===== src/rtl/icache_pkg.sv =====
package icache_pkg;

  // address and data widths
  localparam int ADDR_W = 32;
  localparam int XLEN   = 64; // cpu port and bus beat

  // address split: tag | index | offset
  localparam int TAG_W = 20;
  localparam int IDX_W = 6;
  localparam int OFS_W = 6;

  // cache geometry, 4 KB direct mapped
  localparam int NUM_LINES  = 64;
  localparam int LINE_BEATS = 8;   // 64-byte line in 64-bit beats

  // line storage, two beats per sram word
  localparam int BANK_W    = 128;
  localparam int NUM_BANKS = 4;

  // memory bus request encodings
  localparam logic [3:0] RSIZE_LINE = 4'b1000; // 64-bit beat
  localparam logic [3:0] RSIZE_WORD = 4'b0100; // 32-bit beat
  localparam logic [7:0] RLEN_LINE  = 8'd7;    // burst length minus one

  // everything below this address bypasses the cache
  localparam logic [ADDR_W-1:0] UNCACHE_LIMIT = 32'h8000_0000;

endpackage


===== src/rtl/icache_data.sv =====
module icache_data (
  input  logic                                                    clk,
  input  logic [icache_pkg::IDX_W-1:0]                             index_i,
  input  logic [icache_pkg::OFS_W-1:0]                             blk_ofs_i,
  input  logic [icache_pkg::XLEN-1:0]                              beat_i,
  input  logic [2:0]                                               beat_cnt_i,
  input  logic                                                    beat_wen_i,
  output logic [icache_pkg::XLEN-1:0]                              rdata_o,
  output logic [icache_pkg::NUM_BANKS-1:0][icache_pkg::IDX_W-1:0]  bank_addr_o,
  output logic [icache_pkg::NUM_BANKS-1:0]                         bank_cen_o,
  output logic [icache_pkg::NUM_BANKS-1:0]                         bank_wen_o,
  output logic [icache_pkg::NUM_BANKS-1:0][icache_pkg::BANK_W-1:0] bank_wmask_o,
  output logic [icache_pkg::NUM_BANKS-1:0][icache_pkg::BANK_W-1:0] bank_wdata_o,
  input  logic [icache_pkg::NUM_BANKS-1:0][icache_pkg::BANK_W-1:0] bank_rdata_i
);
  import icache_pkg::*;

  // refill write stage
  logic              wr_en;
  logic [XLEN-1:0]   wr_beat;
  logic [2:0]        wr_cnt;
  logic [BANK_W-1:0] wr_mask;

  // read side
  logic [BANK_W-1:0] line_word;
  logic [31:0]       insn;

  // beats are staged one cycle before they reach the banks
  // index stays put since the cpu holds its address until the pulse
  always_ff @(posedge clk) begin
    wr_en   <= beat_wen_i;
    wr_beat <= beat_i;
    wr_cnt  <= beat_cnt_i;
  end

  // even beats fill the low half of a bank word, odd beats the high half
  assign wr_mask = wr_cnt[0] ? {{XLEN{1'b1}}, {XLEN{1'b0}}}
                             : {{XLEN{1'b0}}, {XLEN{1'b1}}};

  always_comb begin
    for (int b = 0; b < NUM_BANKS; b++) begin
      bank_addr_o[b]  = index_i;
      bank_wen_o[b]   = wr_en;
      bank_wmask_o[b] = wr_mask;
      bank_wdata_o[b] = {wr_beat, wr_beat};           // mask picks the half
      bank_cen_o[b]   = !wr_en || (wr_cnt[2:1] == 2'(b)); // beat k -> bank k/2
    end
  end

  // bank by offset[5:4], 32-bit word by offset[3:2]
  assign line_word = bank_rdata_i[blk_ofs_i[5:4]];
  assign insn      = line_word[blk_ofs_i[3:2]*32 +: 32];
  assign rdata_o   = {{(XLEN-32){1'b0}}, insn};

endmodule


===== config.mk =====
export PLATFORM = sky130hd
export DESIGN_NAME = icache_data
export DESIGN_NICKNAME = d
export VERILOG_FILES = /design/src/rtl/icache_pkg.sv /design/src/rtl/icache_data.sv
export SDC_FILE = /design/constraint.sdc
export NUM_CORES = 1
export LEC_CHECK = 0
export BUFFER_PORTS_ARGS = -buffer_cell sky130_fd_sc_hd__clkbuf_2
export CORE_AREA = 2 2 674 676
export DETAILED_ROUTE_END_ITERATION = 8
export DIE_AREA = 0 0 676 678
export PLACE_DENSITY = 0.3
export SKIP_LAST_GASP = 1
export SLEW_MARGIN = 20
export SYNTH_ARGS = -nofsm -noshare
export SYNTH_HDL_FRONTEND = slang
export SYNTH_SLANG_ARGS = --single-unit

===== constraint.sdc =====
create_clock -name clk -period 26.9 [get_ports clk]
set_input_delay 1.345 -clock clk [delete_from_list [all_inputs] [get_ports clk]]
set_output_delay 1.345 -clock clk [all_outputs]
set_load 0.05 [all_outputs]

==> flow_summary.toml <==
[yosys]
postSynthCellCount = 1366
ys_seq_area_share_pct = 10.7
synth_common_cells = "buf_4, mux4_2, dfxtp_1"
ys_async_sr_fraction_pct = 0
synthFlopType = "dfxtp_1"
synth_top_area_share_pct = 60.5
synth_cell_types = 14
synth_compound_area_share_pct = 3.92
synth_mux_area_share_pct = 22.6
yosys.area.top_type = "buf_4"
synth_most_common_cell = "buf_4"
yosys.area_share.simple_pct = 1.12
synth_warnings = 0
netlist_area_sq_um = 12800
synthAdderAreaFrac_pct = 0
synth_edf_count = 0
synthXorXnorAreaFrac_pct = 0
synth_seq_cells = 68
synth_top_family_by_area = "buffers and inverters"
synthTopCellsByArea = "buf_4, mux4_2, dfxtp_1, a22oi_1, nand2_1"
postSynthAreaPerCell_sq_um = 9.34

[setup_path]
path_cells = "buf_8, buf_4, buf_4, mux4_2, a22oi_1, buf_4, nand2_1, clkbuf_2"
worst_ep_arrival_time_ns = 4.65
crit_family = "buffers and inverters"
startpoint = "blk_ofs_i[4]"
cp-end-kind = "output pin"
cp_num_cells = 8
crit_buf_inv = 5
max_stage_delay_ns = 0.70
worstPathMaxFanout = 38
cp-start-kind = "input port"
crit_slowest_cell = "buf_4"
cpMostUsedCell = "buf_4"
required_ns = 25.55
critPathKind = "in2out"

[floorplan]
io_pins = 1713
dieWidth_microns = 676
coreArea_sq_um = 451000
fp.dieH_microns = 678
dieArea_sq_um = 458000
start_util_pct = 2.83
rows = 247

[power]
p_sw_uw = 568
power.leakage_nw = 8.98
pwr-share-clk_pct = 16.5
total_power_uw = 872
powerDensity_nw_per_um2 = 40.6
swShare_pct = 65.1
p_int_uw = 304
ir_drop_mv = 0.0293
p_seq_share_pct = 15.2
combPwrFrac_pct = 68.3

[clock_network]
htree_levels = 3
cts_resized = 0
clk_pin_slew_worst_paths_ns = 0.09
clockBufferDepth = 2
cts_tree = "yes"
cts_buffers = 9
cts_root_buf = "clkbuf_16"
post_cts_buffers = 0
cts_sinks = 68
cts_hold_buf = 0

[detailed_routing]
ant_nets = 0
num_vias = 11900
wl_met3_mm = 15.6
drt_pass1_iterations = 5
drt_iter0_markers = 599
wl_per_cell_microns = 17.9
met1_length_mm = 51.1
wl_met2_mm = 72.6
top_layer = "met5"
via_per_inst = 1.48
totalWireLength_mm = 144
drc = 0

[cells_and_area]
utilization_pct = 4.76
fin_nets = 2626
area_growth_pct = 68.3
drive_gt1_share_pct = 90.5

[sta]
setup_viol = 0
post-route-min-period_ns = 5.99
period_share_pct = 22.3
finalMaxSlewViolations = 0
relSlewSlack_pct = 27.8
rsz0062_at_grt = "false"
tns_ns = 0
max_freq_mhz = 167
worst_slew_pin_slew_ns = 1.08
hold_violations = 0
setup_ws_ns = 20.91

[placement]
portBuffers = 1648
place.gp.congestion = 0.798
dp_hpwl_mm = 133
pre_cts_slack_ns = 20.59

[global_routing]
grt_usage_pct = 5.90
antenna_found_initial = 84
grt_max_degree = 152
grt_pass1_wl_mm = 163
grt_pass1_vias = 9851
grt.overflow.total = 0

[run]
drv_cap = 0

[worst_hold_path]
hold_start = "beat_i[62]"
hold_class = "in2reg"
min_path_cells = 1

[status]
outcome = "complete, no violations"
-- sequential cells by signal, indices dropped and copies added (netlist names) --
signal and cells:
wr_en 1, wr_beat 64, wr_cnt 3
-- final cells by class --
type	count	area [sq um]
timing repair buffer	1687	8570
clock buffer	9	225
multi-input combinational	264	3670
clock inverter	7	80.1
inverter	3	18.8
antenna	25	62.6
sequential	68	1370
tap	5976	7480
fill	53700	430000
-- power groups by stage --
stage | logic (mW) | clock network (mW) | registers [mW]
floorplan | 0.500 | 0 | 0.139
global placement | 0.612 | 0 | 0.137
detailed placement | 0.610 | 0 | 0.137
CTS | 0.611 | 0.160 | 0.135
global route | 0.626 | 0.160 | 0.134
finish | 0.595 | 0.144 | 0.132
-- cells in the final DEF (no fill, tap or decap), drive strengths merged --
cell and n:
a22oi 64, and2 1, buf 41, bufinv 1, clkbuf 1655, clkinvlp 2
conb 32, dfxtp 68, diode 25, inv 7, mux4 128, nand2 32
nor2 1, nor2b 2, o21ai 4
-- metrics by stage --
step,instance area (sq um),cells,hold WS [ns]
2_1_floorplan,12900,1397,1.37
3_3_place_gp,21100,7998,1.45
3_5_place_dp,21100,7998,1.45
4_1_cts,21400,8014,1.00
5_1_grt,21400,8016,1.02
6_report,21500,8039,1.06
-- final timing paths --
path	endpoint	slack, ns
max	rdata_o[6]	20.91
min	wr_beat[62]$_DFF_P_	1.06
-- kinds of logic after synthesis --
kind of cell | count (synthesis)
buffers and inverters | 1065
muxes | 128
AOI/OAI and AO/OA | 68
DFF | 68
and+or+nand+nor | 36
other | 1
-- routing by layer --
layer,vias to the layer above,global-route usage (%)
li1,4897,-
met1,5610,6.31
met2,1104,10.8
met3,218,2.52
met4,52,1.06
met5,-,0
(Power assumes the default switching activity.)
