===== src/rtl/icache_pkg.sv =====
package icache_pkg;

  // address and data widths
  localparam int ADDR_W = 32;
  localparam int XLEN   = 64; // cpu port and bus beat

  // address split: tag | index | offset
  localparam int TAG_W = 20;
  localparam int IDX_W = 6;
  localparam int OFS_W = 6;

  // cache geometry, 4 KB direct mapped
  localparam int NUM_LINES  = 64;
  localparam int LINE_BEATS = 8;   // 64-byte line in 64-bit beats

  // line storage, two beats per sram word
  localparam int BANK_W    = 128;
  localparam int NUM_BANKS = 4;

  // memory bus request encodings
  localparam logic [3:0] RSIZE_LINE = 4'b1000; // 64-bit beat
  localparam logic [3:0] RSIZE_WORD = 4'b0100; // 32-bit beat
  localparam logic [7:0] RLEN_LINE  = 8'd7;    // burst length minus one

  // everything below this address bypasses the cache
  localparam logic [ADDR_W-1:0] UNCACHE_LIMIT = 32'h8000_0000;

endpackage


===== src/rtl/icache_ctrl.sv =====
module icache_ctrl (
  input  logic                         clk,
  input  logic                         rst,
  input  logic [icache_pkg::ADDR_W-1:0] fetch_addr_i,
  input  logic                         fetch_valid_i,
  input  logic                         fencei_i,
  input  logic                         hit_i,
  input  logic                         ram_rdata_ready_i,
  input  logic [icache_pkg::XLEN-1:0]   ram_rdata_i,
  output logic                         fetch_rdata_valid_o,
  output logic                         src_uncache_o,
  output logic [icache_pkg::XLEN-1:0]   uncache_rdata_o,
  output logic                         tag_wen_o,
  output logic                         beat_wen_o,
  output logic [2:0]                   beat_cnt_o,
  output logic [icache_pkg::OFS_W-1:0]  blk_ofs_o,
  output logic [icache_pkg::ADDR_W-1:0] ram_raddr_o,
  output logic                         ram_raddr_valid_o,
  output logic [3:0]                   ram_rsize_o,
  output logic [7:0]                   ram_rlen_o
);
  import icache_pkg::*;

  localparam logic [1:0] S_START   = 2'd0;
  localparam logic [1:0] S_IDLE    = 2'd1;
  localparam logic [1:0] S_MISS    = 2'd2;
  localparam logic [1:0] S_UNCACHE = 2'd3;

  logic [1:0] state;
  logic       uncache;
  logic       accept;
  logic       start_miss;
  logic       start_unc;
  logic       handshake;
  logic       last_beat;

  assign uncache    = fetch_addr_i < UNCACHE_LIMIT;
  // sram is single port, so nothing new while the tag write is pending
  assign accept     = (state == S_IDLE) && fetch_valid_i && !tag_wen_o && !fencei_i;
  assign start_unc  = accept && uncache;
  assign start_miss = accept && !uncache && !hit_i;
  assign handshake  = ram_raddr_valid_o && ram_rdata_ready_i;
  assign last_beat  = beat_cnt_o == 3'(LINE_BEATS - 1);
  assign beat_wen_o = handshake && (state == S_MISS); // refill beats only

  // control state
  always_ff @(posedge clk) begin
    if (rst) begin
      state               <= S_START;
      fetch_rdata_valid_o <= 1'b0;
      tag_wen_o           <= 1'b0;
      ram_raddr_valid_o   <= 1'b0;
      src_uncache_o       <= 1'b0;
      beat_cnt_o          <= '0;
    end else begin
      fetch_rdata_valid_o <= 1'b0; // one-cycle pulse
      tag_wen_o           <= 1'b0;
      case (state)
        S_START: begin
          state <= S_IDLE;
        end
        S_IDLE: begin
          if (start_unc) begin
            state             <= S_UNCACHE;
            ram_raddr_valid_o <= 1'b1;
            src_uncache_o     <= 1'b1;
          end else if (start_miss) begin
            state             <= S_MISS;
            ram_raddr_valid_o <= 1'b1;
            beat_cnt_o        <= '0;
          end else if (accept) begin
            // hit, sram read is already under way
            fetch_rdata_valid_o <= 1'b1;
            src_uncache_o       <= 1'b0;
          end
        end
        S_MISS: begin
          if (handshake) begin
            beat_cnt_o <= beat_cnt_o + 3'd1;
            if (last_beat) begin
              state             <= S_IDLE; // re-lookup after the tag write
              ram_raddr_valid_o <= 1'b0;
              tag_wen_o         <= 1'b1;
            end
          end
        end
        S_UNCACHE: begin
          if (handshake) begin
            state               <= S_IDLE;
            ram_raddr_valid_o   <= 1'b0;
            fetch_rdata_valid_o <= 1'b1;
          end
        end
        default: begin
          state <= S_IDLE;
        end
      endcase
    end
  end

  // request and data payload
  always_ff @(posedge clk) begin
    if (accept) begin
      blk_ofs_o <= fetch_addr_i[OFS_W-1:0];
    end
    if (start_unc) begin
      ram_raddr_o <= fetch_addr_i; // unaligned, single word
      ram_rsize_o <= RSIZE_WORD;
      ram_rlen_o  <= '0;
    end else if (start_miss) begin
      ram_raddr_o <= {fetch_addr_i[ADDR_W-1:OFS_W], {OFS_W{1'b0}}}; // line aligned
      ram_rsize_o <= RSIZE_LINE;
      ram_rlen_o  <= RLEN_LINE;
    end
    if ((state == S_UNCACHE) && handshake) begin
      // bit 2 selects the half of the beat holding the instruction
      uncache_rdata_o <= ram_raddr_o[2] ? {32'b0, ram_rdata_i[63:32]}
                                        : {32'b0, ram_rdata_i[31:0]};
    end
  end

endmodule


===== config.mk =====
export PLATFORM = sky130hd
export DESIGN_NAME = icache_ctrl
export DESIGN_NICKNAME = d
export VERILOG_FILES = /design/src/rtl/icache_pkg.sv /design/src/rtl/icache_ctrl.sv
export SDC_FILE = /design/constraint.sdc
export NUM_CORES = 1
export LEC_CHECK = 0
export ABC_CLOCK_PERIOD_IN_PS = 5210
export BUFFER_PORTS_ARGS = -buffer_cell sky130_fd_sc_hd__clkbuf_2
export CORE_UTILIZATION = 35
export DETAILED_ROUTE_END_ITERATION = 10
export PLACE_DENSITY = 0.7
export SYNTH_ARGS = -nofsm -noshare
export SYNTH_HDL_FRONTEND = slang
export SYNTH_SLANG_ARGS = --single-unit

===== constraint.sdc =====
create_clock -name clk -period 5.21 [get_ports clk]
set_clock_uncertainty 0.15 [all_clocks]
set_input_delay 0.521 -clock clk [delete_from_list [all_inputs] [get_ports clk]]
set_output_delay 0.521 -clock clk [all_outputs]
set_load 0.01 [all_outputs]

==> flow_summary.json, run 1 <==
{
  "num_rows": 35,
  "path_cells": "nor3b_1 > nand3_1 > inv_1",
  "final_core_util": 0.4782,
  "clk-insertion-delay-late_ns": 0.34,
  "hold_buffers": 0,
  "first_pass_iters": 4,
  "relSlewSlack": 0.2151,
  "r2r-start": "tag_wen_o",
  "cts-root-buf": "clkbuf_8",
  "setup_tns_ns": 0,
  "yosys.area_share.simple": 0.05430,
  "post_synth_num_cell_types": 35,
  "antenna_cells": 0,
  "layout.nets": 504,
  "hpwl_um": 5895,
  "layoutNonFillerInstCount": 534,
  "area_growth_pct": 31.95,
  "hold_start": "fetch_addr_i[20]",
  "layout_setup_ws_ns": 2.864,
  "wire_per_inst_um": 13.95,
  "cp-start-kind": "register",
  "finalSetupViolCount": 0,
  "post_cts_resized": 0,
  "htree_levels": 3,
  "setup.worst_path.start": "tag_wen_o",
  "drive_above_1_share": 0.5556,
  "power_per_cell_area_mw_per_mm2": 280.6,
  "max-vdd-ir-drop_mv": 0.1121,
  "layout_min_cycle_time_ns": 2.346,
  "drc": 0,
  "fin_crit_sh": 0.4502,
  "clockBufferDepth": 2,
  "core_sq_mm": 0.009284,
  "maxSlewViolCount": 0,
  "initial_core_util": 0.3624,
  "hold_viol": 0,
  "dpl-instance-area_sq_mm": 0.004262,
  "fillers": 842,
  "netlist_instances": 213,
  "clkTransAtPathRegs_ns": 0.09,
  "via_per_inst": 4.227,
  "antenna_found_initial": 0,
  "cp-end-kind": "register",
  "design_area_sq_mm": 0.004439,
  "die_w_um": 100.0,
  "drt_iter0_markers": 41,
  "hold_class": "in -> reg",
  "synth_xor_area_frac": 0,
  "gp_congestion": 0.7371,
  "cts_buffers": 9,
  "dpl_worst_slack_ns": 2.582,
  "synthTopCellsByArea": "edfxtp_1 62%, buf_4 9.4%, mux2_2 7.0%, dfxtp_1 6.5%, mux2_1 3.7%",
  "overflow": 0,
  "power_mw": 1.245,
  "finalWirelength_um": 7447,
  "cts_sinks": 81,
  "fin_hold_ws_ns": 0.1935,
  "yosys_register_bits": 81,
  "synth-async-reset-ratio": 0,
  "netlist_area_sq_mm": 0.003364,
  "synth.mux.area_fraction": 0.1131,
  "dp_cells": 518,
  "yosysTopAreaCell": "edfxtp_1",
  "synth-compound-area-share": 0.02529,
  "grt_pass1_wl_um": 10390,
  "leakagePower_nw": 1.997,
  "synth_edf_count": 70,
  "first_global_vias": 2098,
  "die_h_um": 100.0,
  "netlist.area_leader.share": 0.6248,
  "synth_top_family_by_area": "multiplexers",
  "portBuffers": 184,
  "post_cts_buffers": 0,
  "worstPathArrival_ns": 2.15,
  "worst_pin_slew_ns": 1.176,
  "status": "finished clean",
  "crit_type": "reg -> reg",
  "crit_slowest_cell": "inv_1",
  "grt_max_degree": 34,
  "dieArea_sq_mm": 0.01001,
  "cp_num_buf_inv": 1,
  "max_freq_mhz": 426.3,
  "yosys_warnings": 0,
  "final_antenna_net_count": 0,
  "cp_max_fo": 32,
  "cts_tree": "built",
  "syn_avg_cell_area_sq_um": 15.80,
  "rsz0062_at_grt": "false",
  "cp.required_ns": 5.01,
  "ys_seq_area_frac": 0.6902,
  "crit_family": "buffers and inverters",
  "synth-main-ff-cell": "edfxtp_1",
  "slowest_delay_ns": 0.88,
  "cap_violations": 0,
  "grt_util_all_layers": 0.1420,
  "vias": 2257,
  "synth-adder-area-share": 0.007438,
  "ios": 224
}
cell usage after synthesis (all sizes together), types with 3 or more instances:
master / number
nor2: 4
and2: 6
nor3b: 3
inv: 6
edfxtp: 70
nand2: 7
dfxtp: 11
buf: 46
mux2: 32
layer usage:
metal  up-vias  wire length [um]  track usage
met5         -                 0            0
met4         0               119      0.04459
met3        10               583      0.05014
met2       134              4088       0.2716
met1      1042              2655       0.1432
li1       1071                 -            -
sequential cells by signal (all words and copies together) (netlist names):
register             flops
state                    2
ram_raddr_valid_o        1
beat_cnt_o               3
fetch_rdata_valid_o      1
uncache_rdata_o         32
src_uncache_o            1
ram_rlen_o               1
blk_ofs_o                6
ram_raddr_o             32
ram_rsize_o              1
tag_wen_o                1
cells by family (layout without fill, tap and decap cells):
| kind of cell | count (synthesis) | count (layout) |
|---|---|---|
| flops | 81 | 81 |
| buf+inv | 54 | 208 |
| mux | 34 | 34 |
| simple gates | 30 | 30 |
| compound gates | 11 | 11 |
| fa+ha+maj | 2 | 2 |
| other cells | 1 | 39 |
layout make-up:
cell class              instances  area (sq um)  area share
multi-input cells             116         819.5      0.1846
clock inverters                 7         53.80     0.01212
inverters                       6         22.52    0.005073
flip-flops and latches         81          2322      0.5231
well taps                     129         161.4     0.03636
repair buffers                186         935.9      0.2108
clock buffers                   9         123.9     0.02790
cells in the final DEF (no fill, tap or decap), drive strengths merged, types with 2 or more instances in the layout:
master	netlist	routed
mux2i	2	2
and2	6	6
dfxtp	11	11
buf	46	2
o31ai	2	2
conb	1	39
clkinv	0	3
nor3b	3	3
clkinvlp	0	2
inv	6	8
clkbuf	2	193
ha	2	2
edfxtp	70	70
nand2	7	7
nor3	2	2
mux2	32	32
nor2	4	4
a21oi	2	2
power by group:
part	leakage, nW	internal [mW]	switching [mW]
registers	0.732	0.718	0.00819
clock network	0.0839	0.176	0.232
logic	1.18	0.0532	0.0577
total	2.00	0.947	0.298
path summary, 6_finish.rpt:
check / slack (ns) / depth (start not counted) / endpoint
setup / recovery: 2.86 / 3 / ram_raddr_o[18]
hold reg to reg: 0.31 / 2 / ram_rsize_o[2]
hold / removal: 0.19 / 1 / ram_raddr_o[20]
setup reg to reg: 2.86 / 3 / ram_raddr_o[18]
Power figures use the tool's default switching activity.
==> run 2: changes to the inputs <==
--- a/config.mk
+++ b/config.mk
@@ -5,7 +5,8 @@
 export SDC_FILE = /design/constraint.sdc
 export NUM_CORES = 1
 export LEC_CHECK = 0
-export ABC_CLOCK_PERIOD_IN_PS = 5210
+export ABC_AREA = 1
+export ABC_CLOCK_PERIOD_IN_PS = 2300
 export BUFFER_PORTS_ARGS = -buffer_cell sky130_fd_sc_hd__clkbuf_2
 export CORE_UTILIZATION = 35
 export DETAILED_ROUTE_END_ITERATION = 10
==> constraint.sdc (replaced) <==
create_clock -name clk -period 2.3 [get_ports clk]
set_clock_uncertainty 0.15 [all_clocks]
set_input_delay 0.23 -clock clk [delete_from_list [all_inputs] [get_ports clk]]
set_output_delay 0.23 -clock clk [all_outputs]
set_load 0.01 [all_outputs]
==> flow_summary.json, run 2 <==
{
  "status": "finished clean",
  "drive_above_1_share": 0.5405,
  "layout_common_cells": "184 x clkbuf_2, 70 x edfxtp_1, 39 x conb_1",
  "gp_congestion": 0.7219,
  "vias": 2421,
  "drc": 0,
  "first_global_vias": 2253,
  "initial_core_util": 0.3631,
  "post_cts_resized": 0,
  "cts-root-buf": "clkbuf_8",
  "die_w_um": 100.4,
  "clk-insertion-delay-late_ns": 0.34,
  "crit_type": "reg -> reg",
  "layout_commonest_cell": "clkbuf_2",
  "grt_max_degree": 34,
  "overflow": 0,
  "setup_tns_ns": 0,
  "netlist.area_leader.share": 0.6206,
  "yosys_warnings": 0,
  "syn_avg_cell_area_sq_um": 14.79,
  "synth_common_cells": "70 x edfxtp_1, 45 x buf_4, 30 x mux2_2",
  "hpwl_um": 5769,
  "via_per_inst": 4.131,
  "grt_util_all_layers": 0.1529,
  "finalWirelength_um": 7820,
  "layout.nets": 556,
  "final_antenna_net_count": 0,
  "fin_crit_sh": 0.7905,
  "largestRegisters": "ram_raddr_o x32, uncache_rdata_o x32, blk_ofs_o x6",
  "cp_max_fo": 32,
  "netlist_instances": 229,
  "dieArea_sq_mm": 0.01007,
  "max_freq_mhz": 550.0,
  "synth-main-ff-cell": "edfxtp_1",
  "grt_pass1_wl_um": 11250,
  "leakagePower_nw": 2.223,
  "clockBufferDepth": 2,
  "post_synth_num_cell_types": 25,
  "clkTransAtPathRegs_ns": 0.09,
  "ios": 224,
  "antenna_found_initial": 0,
  "cp-end-kind": "register",
  "antenna_cells": 0,
  "yosysTopAreaCell": "edfxtp_1",
  "hold_viol": 0,
  "cp-start-kind": "register",
  "synth-async-reset-ratio": 0,
  "layout_min_cycle_time_ns": 1.818,
  "maxSlewViolCount": 0,
  "cts_tree": "built",
  "die_h_um": 100.4,
  "finalSetupViolCount": 0,
  "netlist_area_sq_mm": 0.003387,
  "drt_iter0_markers": 61,
  "cts_sinks": 81,
  "wire_per_inst_um": 13.34,
  "num_rows": 35,
  "power_mw": 2.946,
  "max-vdd-ir-drop_mv": 0.3157,
  "first_pass_iters": 4,
  "core_sq_mm": 0.009328,
  "portBuffers": 184,
  "power_per_cell_area_mw_per_mm2": 610.4,
  "worstPathArrival_ns": 1.68,
  "synth_edf_count": 70,
  "cap_violations": 0,
  "area_growth_pct": 42.52,
  "hold_class": "in -> reg",
  "ys_seq_area_frac": 0.6856,
  "htree_levels": 3,
  "cp.required_ns": 2.16,
  "yosysMostFrequentCell": "edfxtp_1",
  "synthTopCellsByArea": "edfxtp_1 62%, buf_4 10%, mux2_2 10%, dfxtp_1 6.5%, inv_1 1.7%",
  "yosys_register_bits": 81,
  "rsz0062_at_grt": "false",
  "cts_buffers": 9,
  "post_cts_buffers": 0
}
## run 2: critical path: stages (launching register included)
cell and delay [ns]:
dfxtp_1 0.32, inv_1 0.04, nand2_1 0.05, nor2_2 0.19, nand2_2 0.12, clkinv_4 0.11
o21ai_2 0.08, inv_1 0.05, buf_4 0.34
## run 2: per-stage QoR
step	hold slack, ns	utilization	worst slack, ns	area, sq um	std cells
final	0.02177	0.5175	0.4818	4827	586
after detailed placement	0.2591	0.4613	0.4574	4303	537
after CTS	0.01133	0.5175	0.4480	4827	586
after global placement	0.2573	0.4613	0.5100	4303	537
after global routing	0.01695	0.5175	0.3490	4827	586
after floorplan	0.1491	-	0.2909	3541	267
## run 2: per-layer routing
layer  share of wire  vias to the layer above  track usage
met2            0.55                      133       0.2929
met3           0.077                        8      0.04248
met1            0.36                     1123       0.1563
li1                -                     1157            -
met5               0                        -            0
met4           0.015                        0      0.05797
## run 2: report_power, final
group	total, mW	switching [mW]	internal (mW)
Sequential	1.64	0.0158	1.63
Clock	0.998	0.574	0.424
Combinational	0.306	0.147	0.159
Total	2.95	0.737	2.21
## run 2: cell type report
| cell class | count | area [sq um] |
|---|---|---|
| Clock buffer | 9 | 123.9 |
| Clock inverter | 7 | 70.07 |
| Fill cell | 835 | 4501 |
| Inverter | 19 | 76.32 |
| Multi-Input combinational cell | 121 | 799.5 |
| Sequential cell | 81 | 2322 |
| Tap cell | 129 | 161.4 |
| Timing Repair Buffer | 220 | 1274 |
## run 2: cell families after synthesis
family | Yosys count | synth area share
flops | 81 | 0.6856
buf+inv | 65 | 0.1237
simple gates | 38 | 0.05763
mux | 32 | 0.1064
compound gates | 10 | 0.01810
fa+ha+maj | 2 | 0.007387
other cells | 1 | 0.001107
## run 2: worst paths after layout
kind                   startpoint                   to  slack (ns)  cells past startpoint
setup / recovery        tag_wen_o      ram_raddr_o[17]        0.48                      8
hold / removal    ram_rdata_i[63]  uncache_rdata_o[31]        0.02                      2
setup reg to reg        tag_wen_o      ram_raddr_o[17]        0.48                      8
hold reg to reg    ram_rsize_o[2]       ram_rsize_o[2]        0.30                      2
## run 2: what timing repair did
item                       CTS  global route
hold buffers                33             0
setup endpoints to repair    0             0
hold endpoints to repair    36             0
